### config.mk
export PLATFORM = sky130hd
export DESIGN_NAME = data_ram
export DESIGN_NICKNAME = d
export VERILOG_FILES = /design/src/design/lc3b_pkg.sv /design/src/design/data_ram.sv
export SDC_FILE = /design/constraint.sdc
export NUM_CORES = 2
export LEC_CHECK = 0
export BUFFER_PORTS_ARGS = -buffer_cell sky130_fd_sc_hd__buf_2
export CAP_MARGIN = 20
export CORE_ASPECT_RATIO = 0.75
export CORE_MARGIN = 1.5
export CORE_UTILIZATION = 40
export DETAILED_ROUTE_END_ITERATION = 16
export PLACE_DENSITY_LB_ADDON = 0.15
export SETUP_SLACK_MARGIN = 0.05
export SYNTH_ARGS = -nofsm -noshare
export SYNTH_HDL_FRONTEND = slang
export SYNTH_SLANG_ARGS = --single-unit
### constraint.sdc
create_clock -name clk -period 1.9 [get_ports clk]
set_clock_uncertainty 0.1 [all_clocks]
set_input_delay 0.38 -clock clk [delete_from_list [all_inputs] [get_ports clk]]
set_output_delay 0.38 -clock clk [all_outputs]
set_load 0.005 [all_outputs]
### src/design/lc3b_pkg.sv
package lc3b_pkg;

	// -------------------------------------------------------------------------
	// Basic word types.
	// -------------------------------------------------------------------------

	typedef logic [15:0] lc3b_word;            // Data or byte address.
	typedef logic [2:0]  lc3b_reg;             // Register number.
	typedef logic [1:0]  lc3b_mask;            // Bit 1 selects the high byte.

	localparam int RAM_ADDR_BITS = 8;          // Word index width, 256 words.

	// Memory operation carried by each instruction in the pipeline.
	typedef enum logic [2:0] {
		op_none,
		op_ldw,
		op_ldb,
		op_stw,
		op_stb,
		op_ldi,
		op_sti
	} mem_op_e;

	// -------------------------------------------------------------------------
	// Pipeline records.
	// -------------------------------------------------------------------------

	typedef struct packed {
		logic     valid;
		mem_op_e  op;
		lc3b_word pc;
		lc3b_word alu_out;                     // Result or effective address.
		lc3b_word srcb_out;                    // Store data.
		lc3b_reg  dest;
		logic     wb_en;
	} EX_MEM;

	typedef struct packed {
		logic     valid;
		lc3b_word pc;
		lc3b_reg  dest;
		logic     wb_en;
		lc3b_word result;
	} MEM_WB;

	// Wishbone classic, master side then slave side.
	typedef struct packed {
		logic     cyc;
		logic     stb;
		logic     we;
		lc3b_word adr;
		lc3b_word dat;
		lc3b_mask sel;
	} wb_req_t;

	typedef struct packed {
		lc3b_word dat;
		logic     ack;
	} wb_rsp_t;

endpackage : lc3b_pkg

### src/design/data_ram.sv
module data_ram (
	input  logic              clk,
	input  logic              rst_n,
	input  lc3b_pkg::wb_req_t wb_req,
	output lc3b_pkg::wb_rsp_t wb_rsp
);

	lc3b_pkg::lc3b_word mem [1 << lc3b_pkg::RAM_ADDR_BITS] = '{default: '0};

	logic [lc3b_pkg::RAM_ADDR_BITS-1:0] idx;
	logic                               req;
	logic                               ack_q;
	lc3b_pkg::lc3b_word                 dat_q;

	// Word index, the byte address taken modulo the array size.
	assign idx = wb_req.adr[lc3b_pkg::RAM_ADDR_BITS:1];
	assign req = wb_req.cyc && wb_req.stb;

	// -------------------------------------------------------------------------
	// Acknowledge, one cycle after stb is first seen.
	// -------------------------------------------------------------------------

	always_ff @(posedge clk or negedge rst_n) begin
		if (!rst_n) begin
			ack_q <= 1'b0;
		end else begin
			ack_q <= req && !ack_q;               // Single-cycle pulse per access.
		end
	end

	// Read data is captured together with ack.
	always_ff @(posedge clk) begin
		if (req && !ack_q) begin
			dat_q <= mem[idx];
		end
	end

	// Writes land on the acknowledge edge.
	always_ff @(posedge clk) begin
		if (req && wb_req.we && ack_q) begin
			if (wb_req.sel[0]) mem[idx][7:0]  <= wb_req.dat[7:0];
			if (wb_req.sel[1]) mem[idx][15:8] <= wb_req.dat[15:8];
		end
	end

	assign wb_rsp.dat = dat_q;
	assign wb_rsp.ack = ack_q;

endmodule : data_ram

### Yosys cells after proc, flatten, opt, wreduce, memory -nomap -nowiden

Memory sizes are Yosys's and may differ from the RTL's. A register that Yosys moved wholly into a read port is not among the register bits.
Cells that the tools add are included.

| storage, ports and cells | value |
|---|---|
| memory bits (writable) | 4096 |
| register bits | 1 |
| output and inout bits | 17 |
| memories | 1 |
| logic and storage cells | 13 |
| input bits | 39 |

| operators by class | value |
|---|---|
| muxes and demuxes | 6 |
| reductions and logical operators | 5 |

Memory list:

| memory | words | bits a word | read ports | clocked after memory_dff | wr ports | line | source |
|---|---|---|---|---|---|---|---|
| mem | 256 | 16 | 1 | 1 | 1 | data_ram.sv:8 | `lc3b_pkg::lc3b_word mem [1 << lc3b_pkg::RAM_ADDR_BITS] = '{default: '0};` |

Operators by type and width:

| kind | number |
|---|---|
| two-way mux 1 bit | 6 |
| logical AND 1 bit | 4 |
| zero test 1 bit | 1 |

### Depth between registers and ports, before layout

| depth | value |
|---|---|
| depth in word-level cells | 5 |
| mapped depth | 9 |
| gate-level depth less buffers | 5 |

### Worst setup path after synthesis

No wires, ideal clock.

| timing | value |
|---|---|
| path type | input port to flip-flop |
| start | input port wb_req[20] in the netlist's numbering |
| end | memory mem[130][0] in the netlist's numbering, enable pin |
| slack | -817 ps |
| stages on the path | 8 |
| data required time | 1430 ps |
| setup time | 370 ps |
| buffers on the path | 5 |
| arrival | 2247 ps |
| path through | buf_2 buf_2 buf_1 clkbuf_1 nor2b_1 nand2_1 clkbuf_1 nor2_1 |

RTL lines:

| element | line | source |
|---|---|---|
| start: declaration | data_ram.sv:4 | `input lc3b_pkg::wb_req_t wb_req,` |
| end: declaration | data_ram.sv:8 |  |

No word-level cell before the write port.

==> metrics <==
fmax=371 MHz; ranking of synthesized cells by area=edfxtp_1 (79%), mux4_2 (15%), a22oi_1 (2.5%), nor2_1 (1.3%), a21oi_1 (0.82%); CP cell instances=mux4_2 > a22oi_1 > a21oi_2 > o41ai_4 > buf_4 > nand4_1; failing checks=negative setup slack; xor/xnor share of the synthesized area=0; Site Rows=198; cell count after synthesis=7036; worst skew pair latency=1000 ps; Worst Hold Class=primary input to register; Mapped Nets=7075; max cap viols=0; final HPWL from detailed placement=289000 µm; Comb pwr share=0.056; max layer used=met5; worst vdd ir=774 µV; I/O pin count=56; total net switching power=0.0414 W; synthesis-stage register bit count=4113; Avg WL per Cell=31.5 µm; Cell variety after synth=20; initial antenna violation count=30; Leak Pwr=61.6 nW; met3 routed WL=36100 µm; Setup violations, final=4052; Fin Setup TNS=-1065330 ps; first-pass GRT wire length=623000 µm; Core Area=0.389 mm²; Worst path slowest cell=o41ai_4; Crit. End Element=register; CTS tree=yes; Worst Setup Slack, final=-794 ps; Post-Synth Adder-Cell Area=0; register area=0.124 mm²; Filler Cell Count=30900; die width=726 µm; largest net degree at the start of global routing=71; fin cells=14000; CTS Buf Count=403; Pre-antenna DRT Iters=5; Crit path largest cell delay=480 ps; largest family of logic cells by synthesized area=multiplexers; Initial Util=0.403; reg-to-reg slack, setup=-790 ps; area of the multi-input gates=0.0355 mm²; P&R area growth vs syn=25.0%; post-place setup slack=-2240 ps; WS Path Type=register to register; Tot Pwr=0.193 W; CTS root buf=clkbuf_16; sequential power share=0.517; WL met1=201000 µm; Reg clk slew, reported paths=60 ps; CP required=2530 ps; total vias in the final route=80100; Pint=0.152 W; GRT overflow=0; Worst-Margin Slew=825 ps; mux contribution to synthesized area=0.147; Routability Congestion=0.805; DR iter-0 viols=9249; Final Slew Violations=0; Setup crit start kind=register; Simple-Gate Fraction of Synth Area=0.0150; Switching Share=0.215; ANT nets after route=0; RSZ-0062 raised after global routing=true; DR DRC count=0; Tmin final=2690 ps; register area share after synthesis=0.788; die area=0.396 mm²; Final period util=1.42; Compound-Gate Fraction of Synth Area=0.0363; post-synth top area share=0.788; cell area power density=987 mW/mm²; final hold vios=0; TritonCTS sink count=4113; vias in the first global route=80700; syn avg cell area=22.3 µm²; dpl cells=13200; cell area after synthesis=0.157 mm²; Die Span Y=545 µm; Slew HR=0.448; Detailed Route WL=441000 µm; # port buffers=47; final net count=8508; largest area contributor in the netlist=edfxtp_1; deepest clock path buffer count=4; # H-tree levels=5; Syn. warnings=0; overall global routing resource usage=0.221; CP arrival=3320 ps; Routed met2 length=196000 µm; status=complete, but fails checks; vias per cell=5.71; clock network power share=0.427; share of layout cells above drive strength 1=0.423; Crit Path Max Fanout=1
## logic make-up after synthesis
group                  count (synthesis)
DFF                                 4113
AOI/OAI and AO/OA                    832
buffers and inverters                463
muxes                               1024
and+or+nand+nor                      604
## power by group through the flow
stage | sequential [W] | combinational (W) | clock (W)
floorplan | 0.102 | 0.00433 | 0
global placement | 0.102 | 0.0103 | 0
detailed placement | 0.102 | 0.0104 | 0
CTS | 0.0998 | 0.0108 | 0.0839
global route | 0.0998 | 0.0114 | 0.0872
finish | 0.0998 | 0.0109 | 0.0824
## flip-flops by register name, summed over array words and instances, names as in the netlist
register,flops
ack_q,1
dat_q,16
mem,4096
## Yosys cell counts
| library cell | number |
|---|---|
| and2_1 | 2 |
| buf_1 | 45 |
| nand2b_1 | 2 |
| or2_2 | 1 |
| nand3_1 | 4 |
| nand4_1 | 16 |
| nand2_1 | 48 |
| dfrtp_1 | 1 |
| edfxtp_1 | 4112 |
| nor2b_1 | 6 |
| buf_2 | 76 |
| nor2_1 | 524 |
| a22oi_1 | 512 |
| clkbuf_1 | 303 |
| buf_6 | 28 |
| a21oi_1 | 256 |
| o41ai_1 | 64 |
| buf_4 | 11 |
| mux4_2 | 1024 |
| and4_1 | 1 |
## path summary, 6_finish.rpt
check,depth (start not counted),start,to
hold reg to reg,3,ack_q,ack_q
setup / recovery,6,mem[26][7],dat_q[7]
hold / removal,5,wb_req[26],mem[72][0]
setup reg to reg,6,mem[26][7],dat_q[7]
min in group asynchronous,3,rst_n,ack_q
max in group asynchronous,3,rst_n,ack_q
## worst max-delay path, delay by kind of cell, from the launching register on
family,cells,cell delay (ps)
multiplexers,1,460
buffers and inverters,1,230
AND/OR/NAND/NOR,1,90
AO/OA/AOI/OAI,3,1200
flip-flops,1,360
## routing by layer
layer  vias to the layer above  global-route usage
met5                         -                   0
met4                         2              0.0422
met3                       507              0.0399
met2                      3114               0.327
met1                     43500               0.345
li1                      33000                   -
## what timing repair did
item                       in CTS  in global routing
pin swaps                      97                106
hold endpoints to repair     3816                  0
setup endpoints to repair    4129               4129
hold buffers                   22                  0
gates cloned                    0                  1
gates resized for setup       311                280
buffers inserted               19                 44
## metrics by stage
stage          cell area (µm²)  hold slack (ps)   util
6_report                196000              131  0.503
3_5_place_dp            178000             56.1  0.458
3_3_place_gp            178000             56.3  0.458
2_1_floorplan           159000            -15.6      -
4_1_cts                 194000             23.7  0.498
5_1_grt                 196000             90.4  0.503
## final cells by class
| type | count | area share |
|---|---|---|
| Multi-Input combinational cell | 2460 | 0.181 |
| Clock inverter | 254 | 0.0144 |
| Clock buffer | 489 | 0.0544 |
| Antenna cell | 8 | 0.000102 |
| Sequential cell | 4113 | 0.631 |
| Tap cell | 5200 | 0.0332 |
| Timing Repair Buffer | 1491 | 0.0857 |
## cells in the final DEF, fill, tap and decap left out, types with 20 or more instances in the layout
cell type | synthesis | routed
clkinv_2 | 0 | 73
buf_2 | 76 | 28
a21oi_1 | 256 | 161
buf_6 | 28 | 50
o41ai_4 | 0 | 22
buf_12 | 0 | 411
o41ai_2 | 0 | 36
clkinv_1 | 0 | 77
clkbuf_1 | 303 | 75
buf_4 | 11 | 951
bufinv_16 | 0 | 56
clkbuf_16 | 0 | 415
a22oi_1 | 512 | 394
edfxtp_1 | 4112 | 4112
a22oi_2 | 0 | 118
nand2_8 | 0 | 20
a21oi_2 | 0 | 72
nor2_1 | 524 | 209
nor2_2 | 0 | 63
a21oi_4 | 0 | 23
mux4_2 | 1024 | 1024
nor2_4 | 0 | 252
dlygate4sd3_1 | 0 | 22
buf_8 | 0 | 25
Note: power is estimated with default switching activity, not from simulation.
