**src/design/lc3b_pkg.sv**
```systemverilog
package lc3b_pkg;

	// -------------------------------------------------------------------------
	// Basic word types.
	// -------------------------------------------------------------------------

	typedef logic [15:0] lc3b_word;            // Data or byte address.
	typedef logic [2:0]  lc3b_reg;             // Register number.
	typedef logic [1:0]  lc3b_mask;            // Bit 1 selects the high byte.

	localparam int RAM_ADDR_BITS = 8;          // Word index width, 256 words.

	// Memory operation carried by each instruction in the pipeline.
	typedef enum logic [2:0] {
		op_none,
		op_ldw,
		op_ldb,
		op_stw,
		op_stb,
		op_ldi,
		op_sti
	} mem_op_e;

	// -------------------------------------------------------------------------
	// Pipeline records.
	// -------------------------------------------------------------------------

	typedef struct packed {
		logic     valid;
		mem_op_e  op;
		lc3b_word pc;
		lc3b_word alu_out;                     // Result or effective address.
		lc3b_word srcb_out;                    // Store data.
		lc3b_reg  dest;
		logic     wb_en;
	} EX_MEM;

	typedef struct packed {
		logic     valid;
		lc3b_word pc;
		lc3b_reg  dest;
		logic     wb_en;
		lc3b_word result;
	} MEM_WB;

	// Wishbone classic, master side then slave side.
	typedef struct packed {
		logic     cyc;
		logic     stb;
		logic     we;
		lc3b_word adr;
		lc3b_word dat;
		lc3b_mask sel;
	} wb_req_t;

	typedef struct packed {
		lc3b_word dat;
		logic     ack;
	} wb_rsp_t;

endpackage : lc3b_pkg

```
**src/design/bus_sequencer.sv**
```systemverilog
module bus_sequencer (
	input  logic              clk,
	input  logic              rst_n,
	input  lc3b_pkg::mem_op_e op,
	input  logic              valid,
	input  logic              ack,
	output logic              busy,
	output logic              ptr_phase,
	output logic              load_ptr,
	output logic              final_ack
);

	typedef enum logic [1:0] {
		st_idle,
		st_access,
		st_pointer,
		st_final
	} seq_state_e;

	seq_state_e state;
	seq_state_e state_next;
	logic       is_mem_op;
	logic       is_indirect;

	assign is_mem_op   = (op != lc3b_pkg::op_none);
	assign is_indirect = (op == lc3b_pkg::op_ldi) || (op == lc3b_pkg::op_sti);

	// -------------------------------------------------------------------------
	// Phase sequencing. Each access holds until its acknowledge.
	// -------------------------------------------------------------------------

	always_comb begin
		state_next = state;
		case (state)
			st_idle: begin
				if (valid && is_mem_op) begin
					state_next = is_indirect ? st_pointer : st_access;
				end
			end
			st_access: begin
				if (ack) state_next = st_idle;
			end
			st_pointer: begin
				if (ack) state_next = st_final;   // Second stb follows at once.
			end
			st_final: begin
				if (ack) state_next = st_idle;
			end
			default: state_next = st_idle;
		endcase
	end

	always_ff @(posedge clk or negedge rst_n) begin
		if (!rst_n) begin
			state <= st_idle;
		end else begin
			state <= state_next;
		end
	end

	assign busy      = (state != st_idle);      // Drives cyc and stb.
	assign ptr_phase = (state == st_pointer);
	assign load_ptr  = ptr_phase && ack;        // Read data holds the pointer here.
	assign final_ack = ack && ((state == st_access) || (state == st_final));

endmodule : bus_sequencer

```
**src/design/mem_stage.sv**
```systemverilog
module mem_stage (
	input  logic              clk,
	input  logic              rst_n,
	input  lc3b_pkg::EX_MEM   ex_mem,
	input  lc3b_pkg::wb_rsp_t wb_rsp,
	output lc3b_pkg::wb_req_t wb_req,
	output logic              ex_ready,
	output lc3b_pkg::MEM_WB   mem_wb
);

	logic               busy;
	logic               ptr_phase;
	logic               load_ptr;
	logic               final_ack;
	logic               consume;
	logic               is_byte;
	logic               is_store;
	logic               is_load;
	logic               is_indirect;
	lc3b_pkg::lc3b_word ptr;
	lc3b_pkg::lc3b_word addr;
	lc3b_pkg::lc3b_word load_data;
	lc3b_pkg::MEM_WB    mem_wb_d;
	lc3b_pkg::MEM_WB    payload_q;
	logic               valid_q;

	bus_sequencer u_seq (
		.clk       (clk),
		.rst_n     (rst_n),
		.op        (ex_mem.op),
		.valid     (ex_mem.valid),
		.ack       (wb_rsp.ack),
		.busy      (busy),
		.ptr_phase (ptr_phase),
		.load_ptr  (load_ptr),
		.final_ack (final_ack)
	);

	// Operation decode.
	assign is_byte     = (ex_mem.op == lc3b_pkg::op_ldb) || (ex_mem.op == lc3b_pkg::op_stb);
	assign is_indirect = (ex_mem.op == lc3b_pkg::op_ldi) || (ex_mem.op == lc3b_pkg::op_sti);
	assign is_store    = (ex_mem.op == lc3b_pkg::op_stw) || (ex_mem.op == lc3b_pkg::op_stb) ||
	                     (ex_mem.op == lc3b_pkg::op_sti);
	assign is_load     = (ex_mem.op == lc3b_pkg::op_ldw) || (ex_mem.op == lc3b_pkg::op_ldb) ||
	                     (ex_mem.op == lc3b_pkg::op_ldi);

	// -------------------------------------------------------------------------
	// Address path and bus request.
	// -------------------------------------------------------------------------

	always_ff @(posedge clk) begin
		if (load_ptr) ptr <= wb_rsp.dat;          // Pointer word from the first read.
	end

	assign addr = (is_indirect && !ptr_phase) ? ptr : ex_mem.alu_out;

	always_comb begin
		wb_req.cyc = busy;
		wb_req.stb = busy;
		wb_req.we  = busy && is_store && !ptr_phase; // The pointer read never writes.
		wb_req.adr = {addr[15:1], is_byte ? addr[0] : 1'b0};
		wb_req.dat = is_byte ? {2{ex_mem.srcb_out[7:0]}} : ex_mem.srcb_out;
		if (is_byte) begin
			wb_req.sel = addr[0] ? 2'b10 : 2'b01; // One lane for byte stores.
		end else begin
			wb_req.sel = 2'b11;
		end
	end

	// -------------------------------------------------------------------------
	// Load formatting and handshake.
	// -------------------------------------------------------------------------

	// Byte loads pick a lane by address bit 0 and zero-extend.
	assign load_data = is_byte ?
		{8'h00, ex_mem.alu_out[0] ? wb_rsp.dat[15:8] : wb_rsp.dat[7:0]} : wb_rsp.dat;

	assign ex_ready = final_ack || (ex_mem.valid && (ex_mem.op == lc3b_pkg::op_none));
	assign consume  = ex_mem.valid && ex_ready;

	always_comb begin
		mem_wb_d        = '0;
		mem_wb_d.valid  = 1'b1;
		mem_wb_d.pc     = ex_mem.pc;
		mem_wb_d.dest   = ex_mem.dest;
		mem_wb_d.wb_en  = ex_mem.wb_en && !is_store; // Stores write no register.
		mem_wb_d.result = is_load ? load_data : ex_mem.alu_out;
	end

	// -------------------------------------------------------------------------
	// MEM_WB register.
	// -------------------------------------------------------------------------

	always_ff @(posedge clk or negedge rst_n) begin
		if (!rst_n) begin
			valid_q <= 1'b0;
		end else begin
			valid_q <= consume;                   // High for one cycle per record.
		end
	end

	always_ff @(posedge clk) begin
		if (consume) payload_q <= mem_wb_d;
	end

	always_comb begin
		mem_wb       = payload_q;
		mem_wb.valid = valid_q;
	end

endmodule : mem_stage

```
**config.mk**
```make
export PLATFORM = sky130hd
export DESIGN_NAME = mem_stage
export DESIGN_NICKNAME = d
export VERILOG_FILES = /design/src/design/lc3b_pkg.sv /design/src/design/bus_sequencer.sv /design/src/design/mem_stage.sv
export SDC_FILE = /design/constraint.sdc
export NUM_CORES = 1
export LEC_CHECK = 0
export ABC_AREA = 1
export ABC_CLOCK_PERIOD_IN_PS = 3800
export BUFFER_PORTS_ARGS = -buffer_cell sky130_fd_sc_hd__buf_2
export CAP_MARGIN = 20
export CORE_ASPECT_RATIO = 0.75
export CORE_UTILIZATION = 31
export DETAILED_ROUTE_END_ITERATION = 8
export RECOVER_POWER = 50
export SYNTH_ARGS = -nofsm -noshare
export SYNTH_HDL_FRONTEND = slang
export SYNTH_SLANG_ARGS = --single-unit
```
**constraint.sdc**
```tcl
create_clock -name clk -period 3.8 [get_ports clk]
set_input_delay 0.38 -clock clk [delete_from_list [all_inputs] [get_ports clk]]
set_output_delay 0.38 -clock clk [all_outputs]
set_load 0.02 [all_outputs]
```
**After elaboration in Yosys (flattened, before gate mapping)**

Index checks and enable logic that the tools add are counted.

- Register bits after elaboration: 55
- Input port bits: 75
- Word-level logic and storage cells: 57

- Eq/ne operators: 12
- Multiplexer cells: 13
- Reduce and logical (&&, ||, !) cells: 25

Operator list:

| cell | count |
|---|---|
| $mux W16 | 4 |
| $mux W2 | 6 |
| $eq A3 B3 Y1 const B | 3 |
| $logic_and A1 B1 Y1 | 9 |
| $logic_or A1 B1 Y1 | 8 |
| $mux W8 | 1 |
| $eq A3 B2 Y1 const B | 2 |
| $pmux W2 S3 | 1 |
| $eq A2 B2 Y1 const B | 2 |
| $ne A2 B1 Y1 const B | 2 |
| $eq A3 B1 Y1 const B | 1 |
| $logic_not A3 Y1 | 1 |
| $reduce_and A3 Y1 | 1 |
| $reduce_bool A3 Y1 | 1 |
| $eq A2 B1 Y1 const B | 1 |
| $logic_not A1 Y1 | 2 |
| $logic_not A2 Y1 | 1 |
| $ne A2 B2 Y1 const B | 1 |
| $reduce_bool A2 Y1 | 1 |
| $reduce_or A2 Y1 | 1 |
| $mux W1 | 1 |

**Longest topological paths before layout**

- Word-level depth: 6
- Depth in mapped cells: 9
- Mapped depth without buffers: 8

**By module**

Synthesis repeated with hierarchy kept, for this count alone.

- Cell total of the unflattened synthesis: 276
- Area, all modules: 2701.3 µm²

By module, submodules not included:

| module | times used | cells an instance | area each (µm²) |
|---|---|---|---|
| mem_stage | 1 | 244 | 2511.2 |
| bus_sequencer | 1 | 32 | 190.2 |

**Worst setup path before layout**

No wires, ideal clock.

- Path type: input -> register
- Start point: input port ex_mem[52] (netlist name)
- End point: register payload_q, in the netlist mem_wb[0], enable pin
- Setup time: 0.443 ns
- Arrival: 2.554 ns
- Setup slack: 0.804 ns
- Stages on the path: 4
- Path buffers: 1
- Cell sequence: buf_2 > nor2_1 > nand2_1 > a21oi_1

- Word-level cells in the longest chain between the ends: 4

RTL lines:

| element | line | text |
|---|---|---|
| from (decl) | mem_stage.sv:4 | `input lc3b_pkg::EX_MEM ex_mem,` |
| $logic_not A3 Y1 | mem_stage.sv:78 | `assign ex_ready = final_ack \|\| (ex_mem.valid && (ex_mem.op == lc3b_pkg::op_none));` |
| $logic_and A1 B1 Y1 | mem_stage.sv:78 |  |
| $logic_or A1 B1 Y1 | mem_stage.sv:78 |  |
| $logic_and A1 B1 Y1 | mem_stage.sv:79 | `assign consume = ex_mem.valid && ex_ready;` |
| named net consume | mem_stage.sv:15 | `logic consume;` |
| to (signal assigned) | mem_stage.sv:103 | `if (consume) payload_q <= mem_wb_d;` |
| to (decl) | mem_stage.sv:24 | `lc3b_pkg::MEM_WB payload_q;` |

The timed path passes the listed nets, and every way through them passes these cells.
A chain may end at the register's enable or synchronous reset.

==> flow_summary.json <==
{
  "run_status": "complete, no violations",
  "drt.antenna.violating_nets": 0,
  "die_area_mm2": 0.00903,
  "filler_cell_count_in_the_final_layout": 861,
  "postRouteWirelength_um": 7300,
  "io_buffers": 149,
  "std_cell_rows": 28,
  "chip_width_um": 109,
  "coreArea_mm2": 0.00813,
  "post_route_cells_drive_above_1_share": 0.254,
  "synth-seq-cells": 55,
  "final_hold_viol_count": 0,
  "detail_route.drc_violations": 0,
  "worst_ep_arrival_time_ps": 2170,
  "grt_pass1_wl_um": 11100,
  "clock_tree.htree_level_count": 2,
  "max_clock_freq_mhz": 393,
  "setup_tns_ps": 0,
  "clkTransAtPathRegs_ps": 70,
  "area_delta_synth_final_pct": 31.2,
  "ff2ff_setup_slack_ps": 1990,
  "type_of_the_worst_min_delay_path": "in2reg",
  "start_util": 0.330,
  "finalCoreUtilization": 0.433,
  "diodes": 0,
  "dp_wirelength_um": 5530,
  "gr-usage-all-layers": 0.164,
  "num_io_pins": 150,
  "final_min_period_over_clock_period": 0.670,
  "clock_path_buffers": 2,
  "synthesis.yosys.warnings": 0,
  "pwr_density_cell_mw_per_mm2": 487,
  "clock-sinks": 55,
  "vdd_ir_drop_max_mv": 0.242,
  "finalWorstPathRequiredPeriod_ps": 2550,
  "place_area_mm2": 0.00345,
  "cts_root_buf": "sky130_fd_sc_hd__clkbuf_16",
  "leakage_nw": 1.65,
  "total_via_count_after_detailed_routing": 2408,
  "synth_seq_area_share": 0.610,
  "firstDrtPassIters": 4,
  "crit_required_ps": 3420,
  "cp-end-kind": "output pin",
  "die_h_um": 82.6,
  "netlist_area_mm2": 0.00268,
  "clock-skew-final_ps": 5.53,
  "gp_congestion": 0.797,
  "fin_hold_ws_ps": 259,
  "avgRoutedWirePerCell_um": 13.7,
  "synthDistinctLibCells": 20,
  "layout.cell_area.non_filler_mm2": 0.00352,
  "avgViaCountPerCell": 4.51,
  "synthesis.nets": 362,
  "first_iter_violations": 128,
  "cts.repair.resized": 0,
  "pin_count_of_the_biggest_net_entering_global_routing": 21,
  "finalSetupViolations": 0,
  "timing_worst_setup_path_type": "in2out",
  "rsz0062_at_grt": "no",
  "first_global_vias": 2262,
  "number_of_pins_exceeding_their_max_slew_limit_in_the_final_report": 0,
  "cts_tree": "built",
  "globalRoute.totalOverflow": 0,
  "drv.max_cap_violation_count": 0,
  "synth_cells": 287,
  "clock_latency_ps": 290,
  "antenna_violations_before_repair": 0,
  "worst_slew_pin_slew_ps": 948,
  "post_synth.cell_area_avg_um2": 9.35,
  "nNetsFinal": 503,
  "critPathLaunchType": "input pin",
  "timing.max_slew.rel_slack": 0.361,
  "timing.critical_path.fanout_max": 17,
  "tritoncts.num_buffers": 5
}
==> cell type report <==
cell class              instances  area (µm²)  share of cell area
repair buffers                152         692               0.197
inverters                      12        45.0              0.0128
clock buffers                   5         125              0.0356
multi-input cells             202         865               0.246
clock inverters                 3        23.8             0.00676
flip-flops and latches         55        1640               0.465
well taps                     105         131              0.0373
==> cell families after synthesis <==
family,count (synthesis),share of synthesized area
simple gates,197,0.306
flops,55,0.610
buf+inv,30,0.0667
compound gates,5,0.0177
==> placed cells by master (no fill, tap or decap) <==
| cell | count |
|---|---|
| sky130_fd_sc_hd__nand2_1 | 147 |
| sky130_fd_sc_hd__nand3_1 | 36 |
| sky130_fd_sc_hd__dfrtp_1 | 3 |
| sky130_fd_sc_hd__buf_2 | 86 |
| sky130_fd_sc_hd__o21ai_4 | 1 |
| sky130_fd_sc_hd__inv_1 | 6 |
| sky130_fd_sc_hd__buf_4 | 2 |
| sky130_fd_sc_hd__edfxtp_1 | 52 |
| sky130_fd_sc_hd__clkbuf_1 | 63 |
| sky130_fd_sc_hd__nor2_1 | 7 |
| sky130_fd_sc_hd__dlygate4sd3_1 | 1 |
| sky130_fd_sc_hd__o21ai_0 | 3 |
| sky130_fd_sc_hd__nand2_4 | 2 |
| sky130_fd_sc_hd__inv_8 | 1 |
| sky130_fd_sc_hd__nor2_4 | 1 |
| sky130_fd_sc_hd__nor2_2 | 1 |
| sky130_fd_sc_hd__clkinvlp_4 | 1 |
| sky130_fd_sc_hd__and2_1 | 1 |
| sky130_fd_sc_hd__clkbuf_16 | 5 |
| sky130_fd_sc_hd__clkinv_1 | 1 |
| sky130_fd_sc_hd__clkinv_2 | 1 |
| sky130_fd_sc_hd__nand2_2 | 2 |
| sky130_fd_sc_hd__inv_2 | 5 |
| sky130_fd_sc_hd__a21oi_4 | 1 |
==> metal layers <==
metal,up-vias,part of all wire,global-route usage
li1,1214,-,-
met2,121,0.44,0.281
met3,5,0.096,0.0495
met1,1068,0.46,0.208
met4,0,0.0066,0.0320
met5,-,0,0
==> sequential cells by signal, indices dropped and copies added, names as in the netlist <==
signal and count:
ptr 16, valid_q 1, mem_wb 36, u_seq.state 2
==> synth_stat cells <==
| library cell | number | area, µm² |
|---|---|---|
| sky130_fd_sc_hd__nand2_1 | 146 | 548 |
| sky130_fd_sc_hd__edfxtp_1 | 52 | 1560 |
| sky130_fd_sc_hd__nand3_1 | 36 | 180 |
| sky130_fd_sc_hd__buf_4 | 11 | 82.6 |
| sky130_fd_sc_hd__inv_2 | 7 | 26.3 |
| sky130_fd_sc_hd__nor2_1 | 7 | 26.3 |
| sky130_fd_sc_hd__inv_1 | 4 | 15.0 |
| sky130_fd_sc_hd__buf_6 | 3 | 33.8 |
| sky130_fd_sc_hd__dfrtp_1 | 3 | 75.1 |
| sky130_fd_sc_hd__nand2_2 | 3 | 18.8 |
| sky130_fd_sc_hd__buf_2 | 2 | 10.0 |
| sky130_fd_sc_hd__clkbuf_1 | 2 | 7.51 |
| sky130_fd_sc_hd__nand2_4 | 2 | 22.5 |
| sky130_fd_sc_hd__o21ai_0 | 2 | 10.0 |
| sky130_fd_sc_hd__o21ai_4 | 2 | 32.5 |
| sky130_fd_sc_hd__a21oi_1 | 1 | 5.00 |
| sky130_fd_sc_hd__and2_1 | 1 | 6.26 |
| sky130_fd_sc_hd__clkinv_1 | 1 | 3.75 |
| sky130_fd_sc_hd__nor2_2 | 1 | 6.26 |
| sky130_fd_sc_hd__nor2_4 | 1 | 11.3 |
==> worst paths after layout <==
check | startpoint | end | cells after the start
worst min register to register | u_seq.state[1] | u_seq.state[1] | 2
worst min-delay path | ex_mem[2] | mem_wb[18] | 1
max in group asynchronous | rst_n | u_seq.state[1] | 2
min in group asynchronous | rst_n | u_seq.state[0] | 2
worst max register to register | u_seq.state[0] | mem_wb[24] | 3
worst max-delay path | ex_mem[52] | wb_req[1] | 7
==> metrics by stage <==
step | power [W] | std cells | worst slack [ps]
global route | 0.00181 | 534 | 975
finish | 0.00171 | 534 | 1250
floorplan | 0.00111 | 287 | 804
detailed placement | 0.00128 | 525 | 1510
CTS | 0.00175 | 534 | 1330
global placement | 0.00127 | 525 | 1550
==> worst max-delay path, cell delays in order <==
cell,delay [ps]
sky130_fd_sc_hd__clkbuf_1,480
sky130_fd_sc_hd__o21ai_4,210
sky130_fd_sc_hd__nor2_4,370
sky130_fd_sc_hd__nand2_2,320
sky130_fd_sc_hd__nand2_1,140
sky130_fd_sc_hd__nand3_1,90
sky130_fd_sc_hd__buf_2,180
==> report_power, final <==
group	internal (W)	switching, W	leakage, nW
logic	0.000135	0.000337	1.06
clock network	0.000248	0.000223	0.0717
registers	0.000748	0.0000217	0.518
==> repair_timing <==
item                                   4_1_cts  5_1_grt
setup buffers                                0        0
endpoints found under the hold margin        3        0
hold buffers                                 1        0
Power figures use the tool's default switching activity.
